==> src/cfg_dispatch_config.svh <==
/*
  configuration dispatcher constants
  word widths, header marker, header field positions
  and the unpack counter limits
*/
`ifndef CFG_DISPATCH_CONFIG_SVH
`define CFG_DISPATCH_CONFIG_SVH

// word widths
`define CFG_WORD_W        32
`define RS_WORD_W         64
`define CFG_ADDR_W        8

// header word layout
`define CFG_HDR_MARK      16'hABAB
`define HDR_MARK_MSB      31
`define HDR_MARK_LSB      16
`define HDR_SEL_MSB       15
`define HDR_SEL_LSB       8
`define HDR_ADDR_MSB      7
`define HDR_ADDR_LSB      0

// unpack counter, runs 0..UNPACK_LAST while the unpack enable is set
`define UNPACK_CNT_W      3
`define UNPACK_HDR_CNT    3'd0
`define UNPACK_DATA_CNT   3'd1
`define UNPACK_RDY_CNT    3'd2
`define UNPACK_START_CNT  3'd3
`define UNPACK_LAST       3'd5

`endif

==> src/cfg_dispatch_pkg.sv <==
/*
  configuration dispatcher types
  config word, register address and the device select opcode
*/
`include "cfg_dispatch_config.svh"

package cfg_dispatch_pkg;

  // one command word, header or data
  typedef logic [`CFG_WORD_W-1:0] cfg_word_t;

  // device register address from header bits 7:0
  typedef logic [`CFG_ADDR_W-1:0] cfg_addr_t;

  // device select from header bits 15:8
  // values above 7 are unmapped and routed nowhere
  typedef enum logic [7:0] {
    DEV_NONE    = 8'd0,
    DEV_LMK0    = 8'd1,
    DEV_LMK1    = 8'd2,
    DEV_DAC     = 8'd3,
    DEV_ADC0    = 8'd4,
    DEV_ADC1    = 8'd5,
    DEV_ADF4351 = 8'd6,
    DEV_ADS8332 = 8'd7
  } dev_sel_e;

endpackage

==> src/cfg_cmd_if.sv <==
/*
  unpacked command bus
  carries select, address and data from the packet unpacker
  to the device router and the SPI start controller
*/
`timescale 1ns/100ps

interface cfg_cmd_if
  import cfg_dispatch_pkg::*;
();

  dev_sel_e  sel;
  cfg_addr_t addr;
  cfg_word_t data;
  // level, four cycles per accepted command
  logic      data_rdy;
  // single-cycle SPI start request
  logic      start_evt;

  modport source (output sel, output addr, output data, output data_rdy, output start_evt);

  modport route (input sel, input addr, input data, input data_rdy);

  modport start (input sel, input start_evt);

endinterface

==> src/rs_word_splitter.sv <==
/*
  host word splitter
  one 64-bit host word becomes two back-to-back 32-bit words,
  high half first, with valid over both cycles
*/
`timescale 1ns/100ps
`include "cfg_dispatch_config.svh"

module rs_word_splitter
  import cfg_dispatch_pkg::*;
(
  input  logic                  spi_clk_in,
  input  logic                  sys_rest,
  input  logic                  rs_rx_data_valid,
  input  logic [`RS_WORD_W-1:0] rs_rx_data,
  output cfg_word_t             rs_word,
  output logic                  rs_word_valid
);

  logic [`RS_WORD_W-1:0] rs_hold;
  logic                  rs_valid_d1;
  logic                  rs_valid_d2;

  // host word held while its halves go out
  always_ff @(posedge spi_clk_in) begin
    if (rs_rx_data_valid) begin
      rs_hold <= rs_rx_data;
    end
  end

  // two-stage valid delay, d1 selects high half, d2 low half
  always_ff @(posedge spi_clk_in or posedge sys_rest) begin
    if (sys_rest) begin
      rs_valid_d1 <= 1'b0;
      rs_valid_d2 <= 1'b0;
    end else begin
      rs_valid_d1 <= rs_rx_data_valid;
      rs_valid_d2 <= rs_valid_d1;
    end
  end

  // registered half select, zero word when idle
  always_ff @(posedge spi_clk_in or posedge sys_rest) begin
    if (sys_rest) begin
      rs_word       <= '0;
      rs_word_valid <= 1'b0;
    end else begin
      rs_word_valid <= rs_valid_d1 | rs_valid_d2;
      if (rs_valid_d1) begin
        rs_word <= rs_hold[`RS_WORD_W-1:`CFG_WORD_W];
      end else if (rs_valid_d2) begin
        rs_word <= rs_hold[`CFG_WORD_W-1:0];
      end else begin
        rs_word <= '0;
      end
    end
  end

endmodule

==> src/cfg_source_arbiter.sv <==
/*
  command source merge
  host words win over McBSP words, a McBSP word that
  collides with a host word is dropped
*/
`timescale 1ns/100ps

module cfg_source_arbiter
  import cfg_dispatch_pkg::*;
(
  input  logic      spi_clk_in,
  input  logic      sys_rest,
  input  cfg_word_t rs_word,
  input  logic      rs_word_valid,
  input  cfg_word_t mcbsp_data,
  input  logic      mcbsp_data_valid,
  output cfg_word_t cfg_data,
  output logic      cfg_data_valid
);

  // one register stage for both sources
  always_ff @(posedge spi_clk_in or posedge sys_rest) begin
    if (sys_rest) begin
      cfg_data       <= '0;
      cfg_data_valid <= 1'b0;
    end else if (rs_word_valid) begin
      // host link first
      cfg_data       <= rs_word;
      cfg_data_valid <= 1'b1;
    end else if (mcbsp_data_valid) begin
      cfg_data       <= mcbsp_data;
      cfg_data_valid <= 1'b1;
    end else begin
      // idle bus reads as zero
      cfg_data       <= '0;
      cfg_data_valid <= 1'b0;
    end
  end

endmodule

==> src/cfg_packet_unpacker.sv <==
/*
  command packet unpacker
  finds a marked header on the rising edge of valid, then runs
  a short counter that captures select, address and data and
  times the data ready level and the SPI start event
*/
`timescale 1ns/100ps
`include "cfg_dispatch_config.svh"

module cfg_packet_unpacker
  import cfg_dispatch_pkg::*;
(
  input  logic      spi_clk_in,
  input  logic      sys_rest,
  input  cfg_word_t cfg_data,
  input  logic      cfg_data_valid,
  cfg_cmd_if.source cmd
);

  cfg_word_t                cfg_data_dl;
  logic                     cfg_valid_dl;
  logic                     hdr_hit;
  logic                     unpack_en;
  logic [`UNPACK_CNT_W-1:0] unpack_cnt;

  ////////////////////////////////////////////////////////////////////////////
  // header detect

  // word delay, header sits here at count 0, data word at count 1
  always_ff @(posedge spi_clk_in) begin
    cfg_data_dl <= cfg_data;
  end

  always_ff @(posedge spi_clk_in or posedge sys_rest) begin
    if (sys_rest) begin
      cfg_valid_dl <= 1'b0;
    end else begin
      cfg_valid_dl <= cfg_data_valid;
    end
  end

  // first word of a burst with the marker in the top half
  assign hdr_hit = cfg_data_valid && !cfg_valid_dl &&
                   (cfg_data[`HDR_MARK_MSB:`HDR_MARK_LSB] == `CFG_HDR_MARK);

  ////////////////////////////////////////////////////////////////////////////
  // unpack enable and counter

  always_ff @(posedge spi_clk_in or posedge sys_rest) begin
    if (sys_rest) begin
      unpack_en <= 1'b0;
    end else if (unpack_en && unpack_cnt == `UNPACK_LAST) begin
      unpack_en <= 1'b0;
    end else if (hdr_hit) begin
      unpack_en <= 1'b1;
    end
  end

  // counts 0..last while enabled, back to 0 with the enable
  always_ff @(posedge spi_clk_in or posedge sys_rest) begin
    if (sys_rest) begin
      unpack_cnt <= '0;
    end else if (unpack_en && unpack_cnt != `UNPACK_LAST) begin
      unpack_cnt <= unpack_cnt + 1'b1;
    end else begin
      unpack_cnt <= '0;
    end
  end

  ////////////////////////////////////////////////////////////////////////////
  // field capture

  always_ff @(posedge spi_clk_in or posedge sys_rest) begin
    if (sys_rest) begin
      cmd.sel  <= DEV_NONE;
      cmd.addr <= '0;
      cmd.data <= '0;
    end else if (unpack_en) begin
      // select and address from the header
      if (unpack_cnt == `UNPACK_HDR_CNT) begin
        cmd.sel  <= dev_sel_e'(cfg_data_dl[`HDR_SEL_MSB:`HDR_SEL_LSB]);
        cmd.addr <= cfg_data_dl[`HDR_ADDR_MSB:`HDR_ADDR_LSB];
      end
      // payload from the word after the header
      if (unpack_cnt == `UNPACK_DATA_CNT) begin
        cmd.data <= cfg_data_dl;
      end
    end
  end

  // ready over counts 2..5, four cycles
  always_ff @(posedge spi_clk_in or posedge sys_rest) begin
    if (sys_rest) begin
      cmd.data_rdy <= 1'b0;
    end else begin
      cmd.data_rdy <= unpack_en && (unpack_cnt >= `UNPACK_RDY_CNT);
    end
  end

  // one cycle at count 3, registered by the start controller
  assign cmd.start_evt = unpack_en && (unpack_cnt == `UNPACK_START_CNT);

endmodule

==> src/cfg_device_router.sv <==
/*
  device configuration router
  steers the unpacked command to the DAC, ADC, LMK or
  IF-to-RF channel by device select, and drives the RF
  select mode level
*/
`timescale 1ns/100ps

module cfg_device_router
  import cfg_dispatch_pkg::*;
(
  input  logic      spi_clk_in,
  input  logic      sys_rest,
  cfg_cmd_if.route  cmd,
  output cfg_word_t dac_cfg_data,
  output cfg_addr_t dac_cfg_addr,
  output logic      dac_cfg_valid,
  output cfg_word_t adc_cfg_data,
  output cfg_addr_t adc_cfg_addr,
  output logic      adc_cfg_valid,
  output cfg_word_t if2rf_cfg_wr_data,
  output cfg_addr_t if2rf_cfg_addr,
  output logic      if2rf_cfg_valid,
  output cfg_word_t lmk_cfg_data,
  output cfg_addr_t lmk_cfg_addr,
  output logic      lmk_cfg_valid,
  output logic      if2rf_cfg_select_mode
);

  // selected channel follows data_rdy, the rest hold
  always_ff @(posedge spi_clk_in or posedge sys_rest) begin
    if (sys_rest) begin
      dac_cfg_data      <= '0;
      dac_cfg_addr      <= '0;
      dac_cfg_valid     <= 1'b0;
      adc_cfg_data      <= '0;
      adc_cfg_addr      <= '0;
      adc_cfg_valid     <= 1'b0;
      if2rf_cfg_wr_data <= '0;
      if2rf_cfg_addr    <= '0;
      if2rf_cfg_valid   <= 1'b0;
      lmk_cfg_data      <= '0;
      lmk_cfg_addr      <= '0;
      lmk_cfg_valid     <= 1'b0;
    end else begin
      case (cmd.sel)
        DEV_ADC0, DEV_ADC1: begin
          adc_cfg_valid <= cmd.data_rdy;
          if (cmd.data_rdy) begin
            adc_cfg_data <= cmd.data;
            adc_cfg_addr <= cmd.addr;
          end
        end
        DEV_LMK0, DEV_LMK1: begin
          lmk_cfg_valid <= cmd.data_rdy;
          if (cmd.data_rdy) begin
            lmk_cfg_data <= cmd.data;
            lmk_cfg_addr <= cmd.addr;
          end
        end
        DEV_DAC: begin
          dac_cfg_valid <= cmd.data_rdy;
          if (cmd.data_rdy) begin
            dac_cfg_data <= cmd.data;
            dac_cfg_addr <= cmd.addr;
          end
        end
        // both RF parts share the IF-to-RF SPI channel
        DEV_ADF4351, DEV_ADS8332: begin
          if2rf_cfg_valid <= cmd.data_rdy;
          if (cmd.data_rdy) begin
            if2rf_cfg_wr_data <= cmd.data;
            if2rf_cfg_addr    <= cmd.addr;
          end
        end
        // none and unmapped selects touch nothing
        default: begin
        end
      endcase
    end
  end

  // high for ADS8332, low for ADF4351 and everything else
  always_ff @(posedge spi_clk_in or posedge sys_rest) begin
    if (sys_rest) begin
      if2rf_cfg_select_mode <= 1'b0;
    end else begin
      if2rf_cfg_select_mode <= (cmd.sel == DEV_ADS8332);
    end
  end

endmodule

==> src/spi_start_ctrl.sv <==
/*
  SPI start pulse generator
  init request drives the LMK pair, a DSP ready pulse drives
  the ADCs and the ADF4351, otherwise a command start event
  drives the one device named by the select
*/
`timescale 1ns/100ps

module spi_start_ctrl
  import cfg_dispatch_pkg::*;
(
  input  logic     spi_clk_in,
  input  logic     sys_rest,
  cfg_cmd_if.start cmd,
  input  logic     initial_en,
  input  logic     spi_initial_start,
  input  logic     dsp_rdy_pulse,
  output logic     lmk0_spi_start,
  output logic     lmk1_spi_start,
  output logic     dac_spi_start,
  output logic     adc0_spi_start,
  output logic     adc1_spi_start,
  output logic     adf4351_spi_start,
  output logic     ads8332_spi_start
);

  // bit n is the start of select n+1
  logic [6:0] start_nxt;
  logic [6:0] start_q;

  always_comb begin
    start_nxt = '0;
    if (initial_en) begin
      // power-up init, LMK pair only
      start_nxt[0] = spi_initial_start;
      start_nxt[1] = spi_initial_start;
    end else if (dsp_rdy_pulse) begin
      // adc0, adc1, adf4351
      start_nxt[3] = 1'b1;
      start_nxt[4] = 1'b1;
      start_nxt[5] = 1'b1;
    end else if (cmd.start_evt) begin
      case (cmd.sel)
        DEV_LMK0:    start_nxt[0] = 1'b1;
        DEV_LMK1:    start_nxt[1] = 1'b1;
        DEV_DAC:     start_nxt[2] = 1'b1;
        DEV_ADC0:    start_nxt[3] = 1'b1;
        DEV_ADC1:    start_nxt[4] = 1'b1;
        DEV_ADF4351: start_nxt[5] = 1'b1;
        DEV_ADS8332: start_nxt[6] = 1'b1;
        default:     start_nxt    = '0;
      endcase
    end
  end

  always_ff @(posedge spi_clk_in or posedge sys_rest) begin
    if (sys_rest) begin
      start_q <= '0;
    end else begin
      start_q <= start_nxt;
    end
  end

  assign lmk0_spi_start    = start_q[0];
  assign lmk1_spi_start    = start_q[1];
  assign dac_spi_start     = start_q[2];
  assign adc0_spi_start    = start_q[3];
  assign adc1_spi_start    = start_q[4];
  assign adf4351_spi_start = start_q[5];
  assign ads8332_spi_start = start_q[6];

endmodule

==> src/device_wr_process.sv <==
/*
  device write dispatcher top level
  host link and McBSP commands in, per-device configuration
  channels and SPI start strobes out, all on spi_clk_in
*/
`timescale 1ns/100ps
`include "cfg_dispatch_config.svh"

module device_wr_process
  import cfg_dispatch_pkg::*;
(
  input  logic                  spi_clk_in,
  input  logic                  sys_rest,
  input  logic                  rs_rx_data_valid,
  input  logic [`RS_WORD_W-1:0] rs_rx_data,
  input  cfg_word_t             mcbsp_data,
  input  logic                  mcbsp_data_valid,
  input  logic                  dsp_rdy_pulse,
  input  logic                  initial_en,
  input  logic                  spi_initial_start,
  output cfg_word_t             dac_cfg_data,
  output cfg_addr_t             dac_cfg_addr,
  output logic                  dac_cfg_valid,
  output cfg_word_t             adc_cfg_data,
  output cfg_addr_t             adc_cfg_addr,
  output logic                  adc_cfg_valid,
  output cfg_word_t             if2rf_cfg_wr_data,
  output cfg_addr_t             if2rf_cfg_addr,
  output logic                  if2rf_cfg_valid,
  output cfg_word_t             lmk_cfg_data,
  output cfg_addr_t             lmk_cfg_addr,
  output logic                  lmk_cfg_valid,
  output logic                  lmk0_spi_start,
  output logic                  lmk1_spi_start,
  output logic                  adc0_spi_start,
  output logic                  adc1_spi_start,
  output logic                  dac_spi_start,
  output logic                  adf4351_spi_start,
  output logic                  ads8332_spi_start,
  output logic                  if2rf_cfg_select_mode,
  output logic                  spi_single_en
);

  cfg_word_t rs_word;
  logic      rs_word_valid;
  cfg_word_t cfg_data;
  logic      cfg_data_valid;

  cfg_cmd_if cmd_bus ();

  ////////////////////////////////////////////////////////////////////////////
  // command path, host split then source merge then unpack

  rs_word_splitter u_rs_word_splitter (
    .spi_clk_in       (spi_clk_in),
    .sys_rest         (sys_rest),
    .rs_rx_data_valid (rs_rx_data_valid),
    .rs_rx_data       (rs_rx_data),
    .rs_word          (rs_word),
    .rs_word_valid    (rs_word_valid)
  );

  cfg_source_arbiter u_cfg_source_arbiter (
    .spi_clk_in       (spi_clk_in),
    .sys_rest         (sys_rest),
    .rs_word          (rs_word),
    .rs_word_valid    (rs_word_valid),
    .mcbsp_data       (mcbsp_data),
    .mcbsp_data_valid (mcbsp_data_valid),
    .cfg_data         (cfg_data),
    .cfg_data_valid   (cfg_data_valid)
  );

  cfg_packet_unpacker u_cfg_packet_unpacker (
    .spi_clk_in     (spi_clk_in),
    .sys_rest       (sys_rest),
    .cfg_data       (cfg_data),
    .cfg_data_valid (cfg_data_valid),
    .cmd            (cmd_bus.source)
  );

  ////////////////////////////////////////////////////////////////////////////
  // device side, channel routing and SPI starts

  cfg_device_router u_cfg_device_router (
    .spi_clk_in            (spi_clk_in),
    .sys_rest              (sys_rest),
    .cmd                   (cmd_bus.route),
    .dac_cfg_data          (dac_cfg_data),
    .dac_cfg_addr          (dac_cfg_addr),
    .dac_cfg_valid         (dac_cfg_valid),
    .adc_cfg_data          (adc_cfg_data),
    .adc_cfg_addr          (adc_cfg_addr),
    .adc_cfg_valid         (adc_cfg_valid),
    .if2rf_cfg_wr_data     (if2rf_cfg_wr_data),
    .if2rf_cfg_addr        (if2rf_cfg_addr),
    .if2rf_cfg_valid       (if2rf_cfg_valid),
    .lmk_cfg_data          (lmk_cfg_data),
    .lmk_cfg_addr          (lmk_cfg_addr),
    .lmk_cfg_valid         (lmk_cfg_valid),
    .if2rf_cfg_select_mode (if2rf_cfg_select_mode)
  );

  spi_start_ctrl u_spi_start_ctrl (
    .spi_clk_in        (spi_clk_in),
    .sys_rest          (sys_rest),
    .cmd               (cmd_bus.start),
    .initial_en        (initial_en),
    .spi_initial_start (spi_initial_start),
    .dsp_rdy_pulse     (dsp_rdy_pulse),
    .lmk0_spi_start    (lmk0_spi_start),
    .lmk1_spi_start    (lmk1_spi_start),
    .dac_spi_start     (dac_spi_start),
    .adc0_spi_start    (adc0_spi_start),
    .adc1_spi_start    (adc1_spi_start),
    .adf4351_spi_start (adf4351_spi_start),
    .ads8332_spi_start (ads8332_spi_start)
  );

  // single write enable is the data ready level itself
  assign spi_single_en = cmd_bus.data_rdy;

endmodule

==> config.mk <==
export PLATFORM = sky130hd
export DESIGN_NAME = device_wr_process
export DESIGN_NICKNAME = d
export VERILOG_FILES = /design/src/cfg_dispatch_pkg.sv /design/src/cfg_cmd_if.sv /design/src/rs_word_splitter.sv /design/src/cfg_source_arbiter.sv /design/src/cfg_packet_unpacker.sv /design/src/cfg_device_router.sv /design/src/spi_start_ctrl.sv /design/src/device_wr_process.sv
export VERILOG_INCLUDE_DIRS = /design/src
export SDC_FILE = /design/constraint.sdc
export NUM_CORES = 1
export LEC_CHECK = 0
export ABC_AREA = 1
export BUFFER_PORTS_ARGS = -buffer_cell sky130_fd_sc_hd__buf_4
export CAP_MARGIN = 20
export CORE_MARGIN = 2
export CORE_UTILIZATION = 56
export CTS_BUF_LIST = sky130_fd_sc_hd__clkbuf_4 sky130_fd_sc_hd__clkbuf_8
export CTS_CLUSTER_DIAMETER = 100
export DETAILED_ROUTE_END_ITERATION = 10
export PLACE_DENSITY = 0.81
export SYNTH_ARGS = -nofsm -noshare
export SYNTH_HDL_FRONTEND = slang
export SYNTH_SLANG_ARGS = --single-unit
export TNS_END_PERCENT = 30
==> constraint.sdc <==
create_clock -name spi_clk_in -period 10.5 [get_ports spi_clk_in]
set_input_delay 0.525 -clock spi_clk_in [delete_from_list [all_inputs] [get_ports spi_clk_in]]
set_output_delay 0.525 -clock spi_clk_in [all_outputs]
set_load 0.1 [all_outputs]
==> metrics.md, run 1 <==
| Metric | Value |
|---|---|
| FF-to-FF End | u_cfg_device_router.lmk_cfg_data[26] |
| Average routed wire per standard cell | 16.20 um |
| Internal | roughly 2.4 mW |
| DRT antenna net count | 0 |
| Slack of the worst reg-to-reg path | 7.58 ns |
| Antenna violations before repair | 0 |
| Post-synthesis sequential area ratio | 0.7026 |
| Highest Clock Rate | 0.3283 GHz |
| Final period util | 0.2901 |
| Max IR drop VDD | 0.0001095 V |
| Post-synth EDFFs | 64 |
| Via density | 5.128 |
| Actual slew at the worst max-slew pin | 1.070 ns |
| Yosys top cell by area | dfrtp_1 |
| Total negative slack | 0 ns |
| N_diodes | 0 |
| Layout cells sized above 1 | 0.2545 |
| Postcts setup bufs | 0 |
| Area Growth Syn to Fin | 24.68% |
| DRT iter0 DRCs | 844 |
| Worst hold slack | 0.08994 ns |
| Cts repair resizes | 0 |
| Drc violations | 0 |
| Hold Crit Class | in -> async |
| H-tree Lvls | 2 |
| Reg2reg path depth | 8 |
| YS warnings | 0 |
| Router iterations before antenna repair | 5 |
| Overall die area | 26500 um2 |
| Status | finished, final reports clean |
| Async SR Flop Fraction | 0.7538 |
| FF+latch count, synth | 390 |
| Slew HR | 0.2849 |
| Sink Count | 390 |
| Final net count | ~1700 |
| Die Ht | around 160 um |
| Gate power share | 0.035 |
| CTS Buf Count | a little under 60 |
| Worst skew pair latency | 0.58 ns |
| CP endpoint kind | output pin |
| Syn nets | 1445 |
| Detailed-route via count | 10150 |
| Worst EP arrival | 2.52 ns |
| Post-route design area | between 15000 and 20000 um2 |
| Top cells by area, synth | dfrtp_1 (52%), nand2_1 (15%), edfxtp_1 (14%) |
| Syn Inst Count | 1337 |
| CTS tree | yes |
| CTS max path bufs | 3 |
| Sequential cell fraction of total power | 0.533 |
| Starting Density | 0.5656 |
| Critical-path maximum fanout | 79 |
| Final HPWL DP | 20900 um |
| Cell variety after synth | 27 |
| Net Sw Frac | 0.2120 |
| DIE WIDTH | 162.8 um |
| Mapped Area | roughly 14000 um2 |
| Net Switching | 643.5 uW |
| Global-route wire length before repair | 51670 um |
| Avg Cell Area, Syn | 10.56 um2 |
| RR Startpoint | u_cfg_packet_unpacker.cmd.sel[4] |
| Total gr overflow | 0 |
| Vias in the first global route | between 9000 and 10000 |
| Clock Tree Root | clkbuf_8 |
| GP Congestion | about 0.86 |
| GRT Overall Usage | 0.2467 |
| # setup viols final | 0 |
| Leak | roughly 9.4 nW |
| Synth Flop Type | dfrtp_1 |
| # IOs | 276 |
| Port bufs | around 280 |
| Post-layout minimum cycle time | 3.046 ns |
| Hold_buf cts | 0 |
| Final Routed Wirelength | 32070 um |
| Startpoint types | flip-flop |
| Largest net degree at the start of global routing | about 190 |
| WP data required | 9.98 ns |
| P per Cell Area | about 170 nW/um2 |
| RSZ-0062 raised after global routing | no |
| Worst Skew | 0.01318 ns |
| Max Slew Vio Count | 0 |
| Num rows | 58 |
| Final hold vios | 0 |
| Core area | 24960 um2 |
| Kind of critical path | reg -> out |
| Top cell type's share of synthesized area | 0.5211 |
| Clk network pwr share | 0.432 |
| Placed cell area | 16220 um2 |
| CTS clk-pin slew, worst paths | 0.06 ns |
| Max Cap Viol | 0 |
## cell families after synthesis
logic type / share of synthesized area
compound gates: 0.01365
fa+ha+maj: 0.004431
buf+inv: 0.03953
flops: 0.7026
mux: 0.01276
simple gates: 0.2270
## metal layers
layer | up-vias | track usage | routed length, um
li1 | 4828 | - | -
met5 | - | 0 | 0
met4 | 0 | 0.08488 | 871
met3 | 75 | 0.05399 | 2538
met2 | 400 | 0.4029 | 15560
met1 | 4851 | 0.3312 | 13100
## final cells by class
| type | count | area, um2 |
|---|---|---|
| clock buffer | 91 | 1165 |
| clock inverter | 18 | 138.9 |
| fill | 1872 | 7361 |
| inverter | 36 | 142.6 |
| multi-input combinational | 834 | 3646 |
| sequential | 390 | 9923 |
| tap | 330 | 412.9 |
| timing repair buffer | 281 | 2175 |
## placed cells by master, fill, tap and decap left out, drive strengths merged
cell / count
nand2: 552
dfrtp: 294
buf: 281
nand3: 197
clkbuf: 91
edfxtp: 64
inv: 36
o21ai: 34
dfxtp: 32
nor2: 21
mux2: 16
clkinv: 15
ha: 5
a21oi: 3
or2: 2
bufinv: 2
a21boi: 1
nand4: 1
nand3b: 1
nor3b: 1
clkinvlp: 1
## per-stage QoR
stage                     instances  power (mW)  utilization  worst slack [ns]
after floorplan                1337       1.694            -             1.856
after global placement         1868       1.748       0.6499             7.720
after detailed placement       1868       1.752       0.6499             7.623
after CTS                      1977       3.060       0.7021             7.458
after global routing           1980       3.152       0.7051             7.307
final                          1980       3.036       0.7051             7.454
## power groups by stage
stage          clock network, mW  logic, mW  registers, mW
2_1_floorplan                  0     0.0508           1.64
3_3_place_gp                   0      0.102           1.65
3_5_place_dp                   0      0.104           1.65
4_1_cts                     1.34      0.105           1.62
5_1_grt                     1.41      0.121           1.62
6_report                    1.31      0.107           1.62
## critical path: stages, from the launching register on
cell and delay [ns]:
dfrtp_4 0.75, buf_4 0.74, buf_4 0.42
## sequential cells by signal, indices dropped and copies added, names as in the netlist, 3 cells and up
name	flops
u_cfg_device_router.dac_cfg_data	32
u_cfg_packet_unpacker.cmd.sel	8
u_rs_word_splitter.rs_word	32
u_cfg_source_arbiter.cfg_data	32
u_cfg_packet_unpacker.cmd.addr	8
u_cfg_packet_unpacker.unpack_cnt	3
u_rs_word_splitter.rs_hold	64
u_cfg_packet_unpacker.cmd.data	32
u_cfg_device_router.if2rf_cfg_addr	8
u_cfg_device_router.adc_cfg_data	32
u_cfg_packet_unpacker.cfg_data_dl	32
u_cfg_device_router.lmk_cfg_addr	8
u_cfg_device_router.lmk_cfg_data	32
u_spi_start_ctrl.start_q	7
u_cfg_device_router.adc_cfg_addr	8
u_cfg_device_router.dac_cfg_addr	8
u_cfg_device_router.if2rf_cfg_wr_data	32
## worst max path at each step
stage | startpoint | to | slack (ns) | cells past startpoint
finish | u_cfg_packet_unpacker.cmd.data_rdy | spi_single_en | 7.45 | 2
global route | u_cfg_packet_unpacker.cmd.sel[5] | u_cfg_device_router.lmk_cfg_data[12] | 7.31 | 8
CTS | u_cfg_packet_unpacker.cmd.data_rdy | spi_single_en | 7.46 | 2
detailed placement | u_cfg_packet_unpacker.cmd.sel[4] | u_cfg_device_router.lmk_cfg_data[9] | 7.62 | 8
global placement | u_cfg_packet_unpacker.cmd.sel[5] | u_cfg_device_router.lmk_cfg_data[24] | 7.72 | 8
floorplan | sys_rest | u_cfg_device_router.adc_cfg_addr[0] | 1.86 | 1
## synth_stat cells (6+ instances only)
cell type,number
nand2_1,546
buf_2,17
buf_4,12
dfxtp_1,32
inv_1,33
nor2_1,19
mux2_2,16
clkbuf_1,33
o21ai_0,34
dfrtp_1,294
nand3_1,196
edfxtp_1,64
buf_6,9
buf_1,6
Power figures use the tool's default switching activity.
==> run 2, diff against run 1 <==
--- a/config.mk
+++ b/config.mk
@@ -10,11 +10,11 @@
 export BUFFER_PORTS_ARGS = -buffer_cell sky130_fd_sc_hd__buf_4
 export CAP_MARGIN = 20
 export CORE_MARGIN = 2
-export CORE_UTILIZATION = 56
+export CORE_UTILIZATION = 51
 export CTS_BUF_LIST = sky130_fd_sc_hd__clkbuf_4 sky130_fd_sc_hd__clkbuf_8
 export CTS_CLUSTER_DIAMETER = 100
 export DETAILED_ROUTE_END_ITERATION = 10
-export PLACE_DENSITY = 0.81
+export PLACE_DENSITY = 0.78
 export SYNTH_ARGS = -nofsm -noshare
 export SYNTH_HDL_FRONTEND = slang
 export SYNTH_SLANG_ARGS = --single-unit
==> constraint.sdc (replaced) <==
create_clock -name spi_clk_in -period 2.5 [get_ports spi_clk_in]
set_input_delay 0.125 -clock spi_clk_in [delete_from_list [all_inputs] [get_ports spi_clk_in]]
set_output_delay 0.125 -clock spi_clk_in [all_outputs]
set_load 0.1 [all_outputs]
==> run 2 against run 1 <==
Against the previous run:
- global-route usage grew 0.42 points
- utilization down 0.34 points
- wire length up 12%
- worst hold slack worse by 0.0091 ns
- final area rose by 8.0%
- clock skew up 0.017 ns
- setup slack got worse by 7.1 ns
- final cell count increased by 9.2%
- non-clock buffer count rose by 146
- register-to-register slack worse by 7.2 ns
- count of clock-buffer cells in the layout decreased by 2
- clock power grew to 4.0 times the previous value
- largest cell class unchanged
- largest power group unchanged
==> metrics.md, run 2 (synthesis results as in run 1) <==
| Metric | Value |
|---|---|
| Final net count | 1856 (was 1709) |
| Reg area | 9923 um2 (unchanged) |
| Cts repair resizes | 0 (unchanged) |
| CTS clk-pin slew, worst paths | 0.06 ns (about the same) |
| Vias in the first global route | 10920 (was 9900) |
| # setup viols final | 0 (unchanged) |
| RSZ-0062 raised after global routing | no (unchanged) |
| Max Cap Viol | 0 (unchanged) |
| Most frequent cells in the layout | nand2_1 (546), dfrtp_1 (293), buf_4 (287) (was nand2_1 (546), dfrtp_1 (293), buf_4 (277)) |
| Core area | 27100 um2 (was 24960 um2) |
| Clock Tree Root | clkbuf_8 (unchanged) |
| GRT Overall Usage | 0.2509 (was 0.2467) |
| P per Cell Area | 666.6 nW/um2 (was 172.5 nW/um2) |
| Met3 wire length | 2379 um (was 2538 um) |
| CTS max path bufs | 3 (unchanged) |
| Router iterations before antenna repair | 6 (was 5) |
| Port bufs | 275 (unchanged) |
| Worst EP arrival | 2.62 ns (was 2.52 ns) |
| N_diodes | 0 (unchanged) |
| Slew HR | 0.3324 (was 0.2849) |
| Largest net degree at the start of global routing | 86 (was 186) |
| Critical-path maximum fanout | 32 (was 79) |
| DIE WIDTH | 170.4 um (was 162.8 um) |
| Detailed-route via count | 10870 (was 10150) |
| CTS tree | yes (unchanged) |
| Status | finished, final reports clean (unchanged) |
| Max incr delay on CP | 0.72 ns (was 0.75 ns) |
| Via density | 5.025 (was 5.128) |
| Post-route design area | 19020 um2 (was 17600 um2) |
| Startpoint types | flip-flop (unchanged) |
| Sink Count | 390 (unchanged) |
| Fill count | 1959 (was 1872) |
| DRT antenna net count | 0 (unchanged) |
| Worst hold slack | 0.08085 ns (was 0.08994 ns) |
| Max reg flops | 64 (unchanged) |
| Post-layout minimum cycle time | approximately 2.1 ns |
| Num rows | 60 (was 58) |
| Biggest register | u_rs_word_splitter.rs_hold (unchanged) |
| Slack of the worst reg-to-reg path | 0.39 ns (was 7.58 ns) |
| Max layer used | met4 (unchanged) |
| Final Total Pwr | 12.68 mW (was 3.036 mW) |
| Max Slew Vio Count | 0 (unchanged) |
| WL met1 | 14890 um (was 13100 um) |
| Max IR drop VDD | 0.0004932 V (was 0.0001095 V) |
| Global-route wire length before repair | 57130 um (was 51670 um) |
| Placed cell area | 16450 um2 (was 16220 um2) |
| Post-place setup slack | 0.5362 ns (was 7.623 ns) |
| Post-layout util | 0.7018 (was 0.7051) |
| Average routed wire per standard cell | 16.58 um (was 16.20 um) |
| Die Ht | 170.4 um (was 162.8 um) |
| Layout cells sized above 1 | 0.2390 (was 0.2545) |
| Hold Crit Class | in -> reg (was in -> async) |
| Total gr overflow | 0 (unchanged) |
| Leak | 9.899 nW (was 9.398 nW) |
| Most common cell after layout, fill and taps aside | nand2_1 (unchanged) |
| Starting Density | 0.5210 (was 0.5656) |
| Final hold vios | 0 (unchanged) |
| Final Routed Wirelength | 35870 um (was 32070 um) |
| CP endpoint kind | flip-flop (was output pin) |
| WP data required | 3.01 ns (was 9.98 ns) |
| # IOs | 276 (unchanged) |
| Area Growth Syn to Fin | 34.70% (was 24.68%) |
| Overall die area | 29030 um2 (was 26500 um2) |
| Worst skew pair latency | 0.58 ns (about the same) |
| Highest Clock Rate | between 0.4 and 0.5 GHz |
| CTS Buf Count | 59 (was 58) |
| H-tree Lvls | 2 (unchanged) |
| DRT iter0 DRCs | 852 (was 844) |
| Multi-input gate area | 3646 um2 (unchanged) |
| WL met2 | 17760 um (was 15560 um) |
| Critical path cell sequence | inv_1 -> nand3_1 -> dlygate4sd3_1 -> nand2_1 (was buf_4 -> buf_4) |
| Antenna violations before repair | 0 (unchanged) |
| Worst setup margin | 0.3934 ns (was 7.454 ns) |
| Kind of critical path | reg -> reg (was reg -> out) |
| Drc violations | 0 (unchanged) |
| Final HPWL DP | 22190 um (was 20900 um) |
| Final period util | 0.8426 |
| Slowest CP cell | inv_1 (was dfrtp_4) |
| GP Congestion | 0.8782 (was 0.8633) |
| Worst Skew | 0.03030 ns (was 0.01318 ns) |
| Actual slew at the worst max-slew pin | 1.000 ns (was 1.070 ns) |
==> run 2: cell count changes in the layout (fill, tap and decap cells not counted), sizes merged <==
cell         before  now
clkbuf           91   89
clkinvlp          1    2
clkinv           15   13
buf             281  294
dlygate4sd3       0  133
inv              36   35
bufinv            2    1
==> run 2: layout make-up <==
| class | count | area share |
|---|---|---|
| Sequential cell | 390 | 0.5218 |
| Multi-Input combinational cell | 834 | 0.1917 |
| Timing Repair Buffer | 427 | 0.1911 |
| Clock buffer | 89 | 0.05849 |
| Tap cell | 372 | 0.02447 |
| Inverter | 36 | 0.007303 |
| Clock inverter | 15 | 0.005197 |
==> run 2: power by group <==
| part | leakage, nW | switching (mW) | internal [mW] |
|---|---|---|---|
| clock network | 0.651 | 2.32 | 2.93 |
| logic | 4.36 | 0.334 | 0.300 |
| registers | 4.89 | 0.0836 | 6.70 |
| total | 9.90 | 2.74 | 9.93 |
==> run 2: routing by layer <==
metal / GRT usage / vias to the layer above
met1: 0.3279 / 5208
li1: - / 5132
met2: 0.4288 / 461
met5: 0 / -
met3: 0.04605 / 67
met4: 0.07729 / 0
==> run 2: path summary, 6_finish.rpt <==
path	startpoint	to	depth (start not counted)
worst max-delay path	u_rs_word_splitter.rs_word_valid	u_cfg_source_arbiter.cfg_data[27]	4
worst max register to register	u_rs_word_splitter.rs_word_valid	u_cfg_source_arbiter.cfg_data[27]	4
max in group asynchronous	sys_rest	u_cfg_device_router.dac_cfg_addr[0]	4
worst min register to register	u_cfg_source_arbiter.cfg_data[11]	u_cfg_packet_unpacker.cfg_data_dl[11]	0
worst min-delay path	rs_rx_data_valid	u_rs_word_splitter.rs_valid_d1	1
min in group asynchronous	sys_rest	u_cfg_device_router.if2rf_cfg_wr_data[11]	3
==> run 2: worst max-delay path, delay by kind of cell, from the launching register on <==
| kind | cells | cell delay, ns |
|---|---|---|
| buffers and inverters | 2 | 1.37 |
| flip-flops | 1 | 0.37 |
| AND/OR/NAND/NOR | 2 | 0.29 |
==> run 2: per-stage QoR <==
stage,TNS (ns),instances
2_1_floorplan,-449.27,1337
3_3_place_gp,0,1925
3_5_place_dp,0,1925
4_1_cts,0,2162
5_1_grt,0,2163
6_report,0,2163
==> run 2: what timing repair did <==
item,CTS,global route
setup buffers,0,0
hold buffers,133,0
hold endpoints to repair,158,0
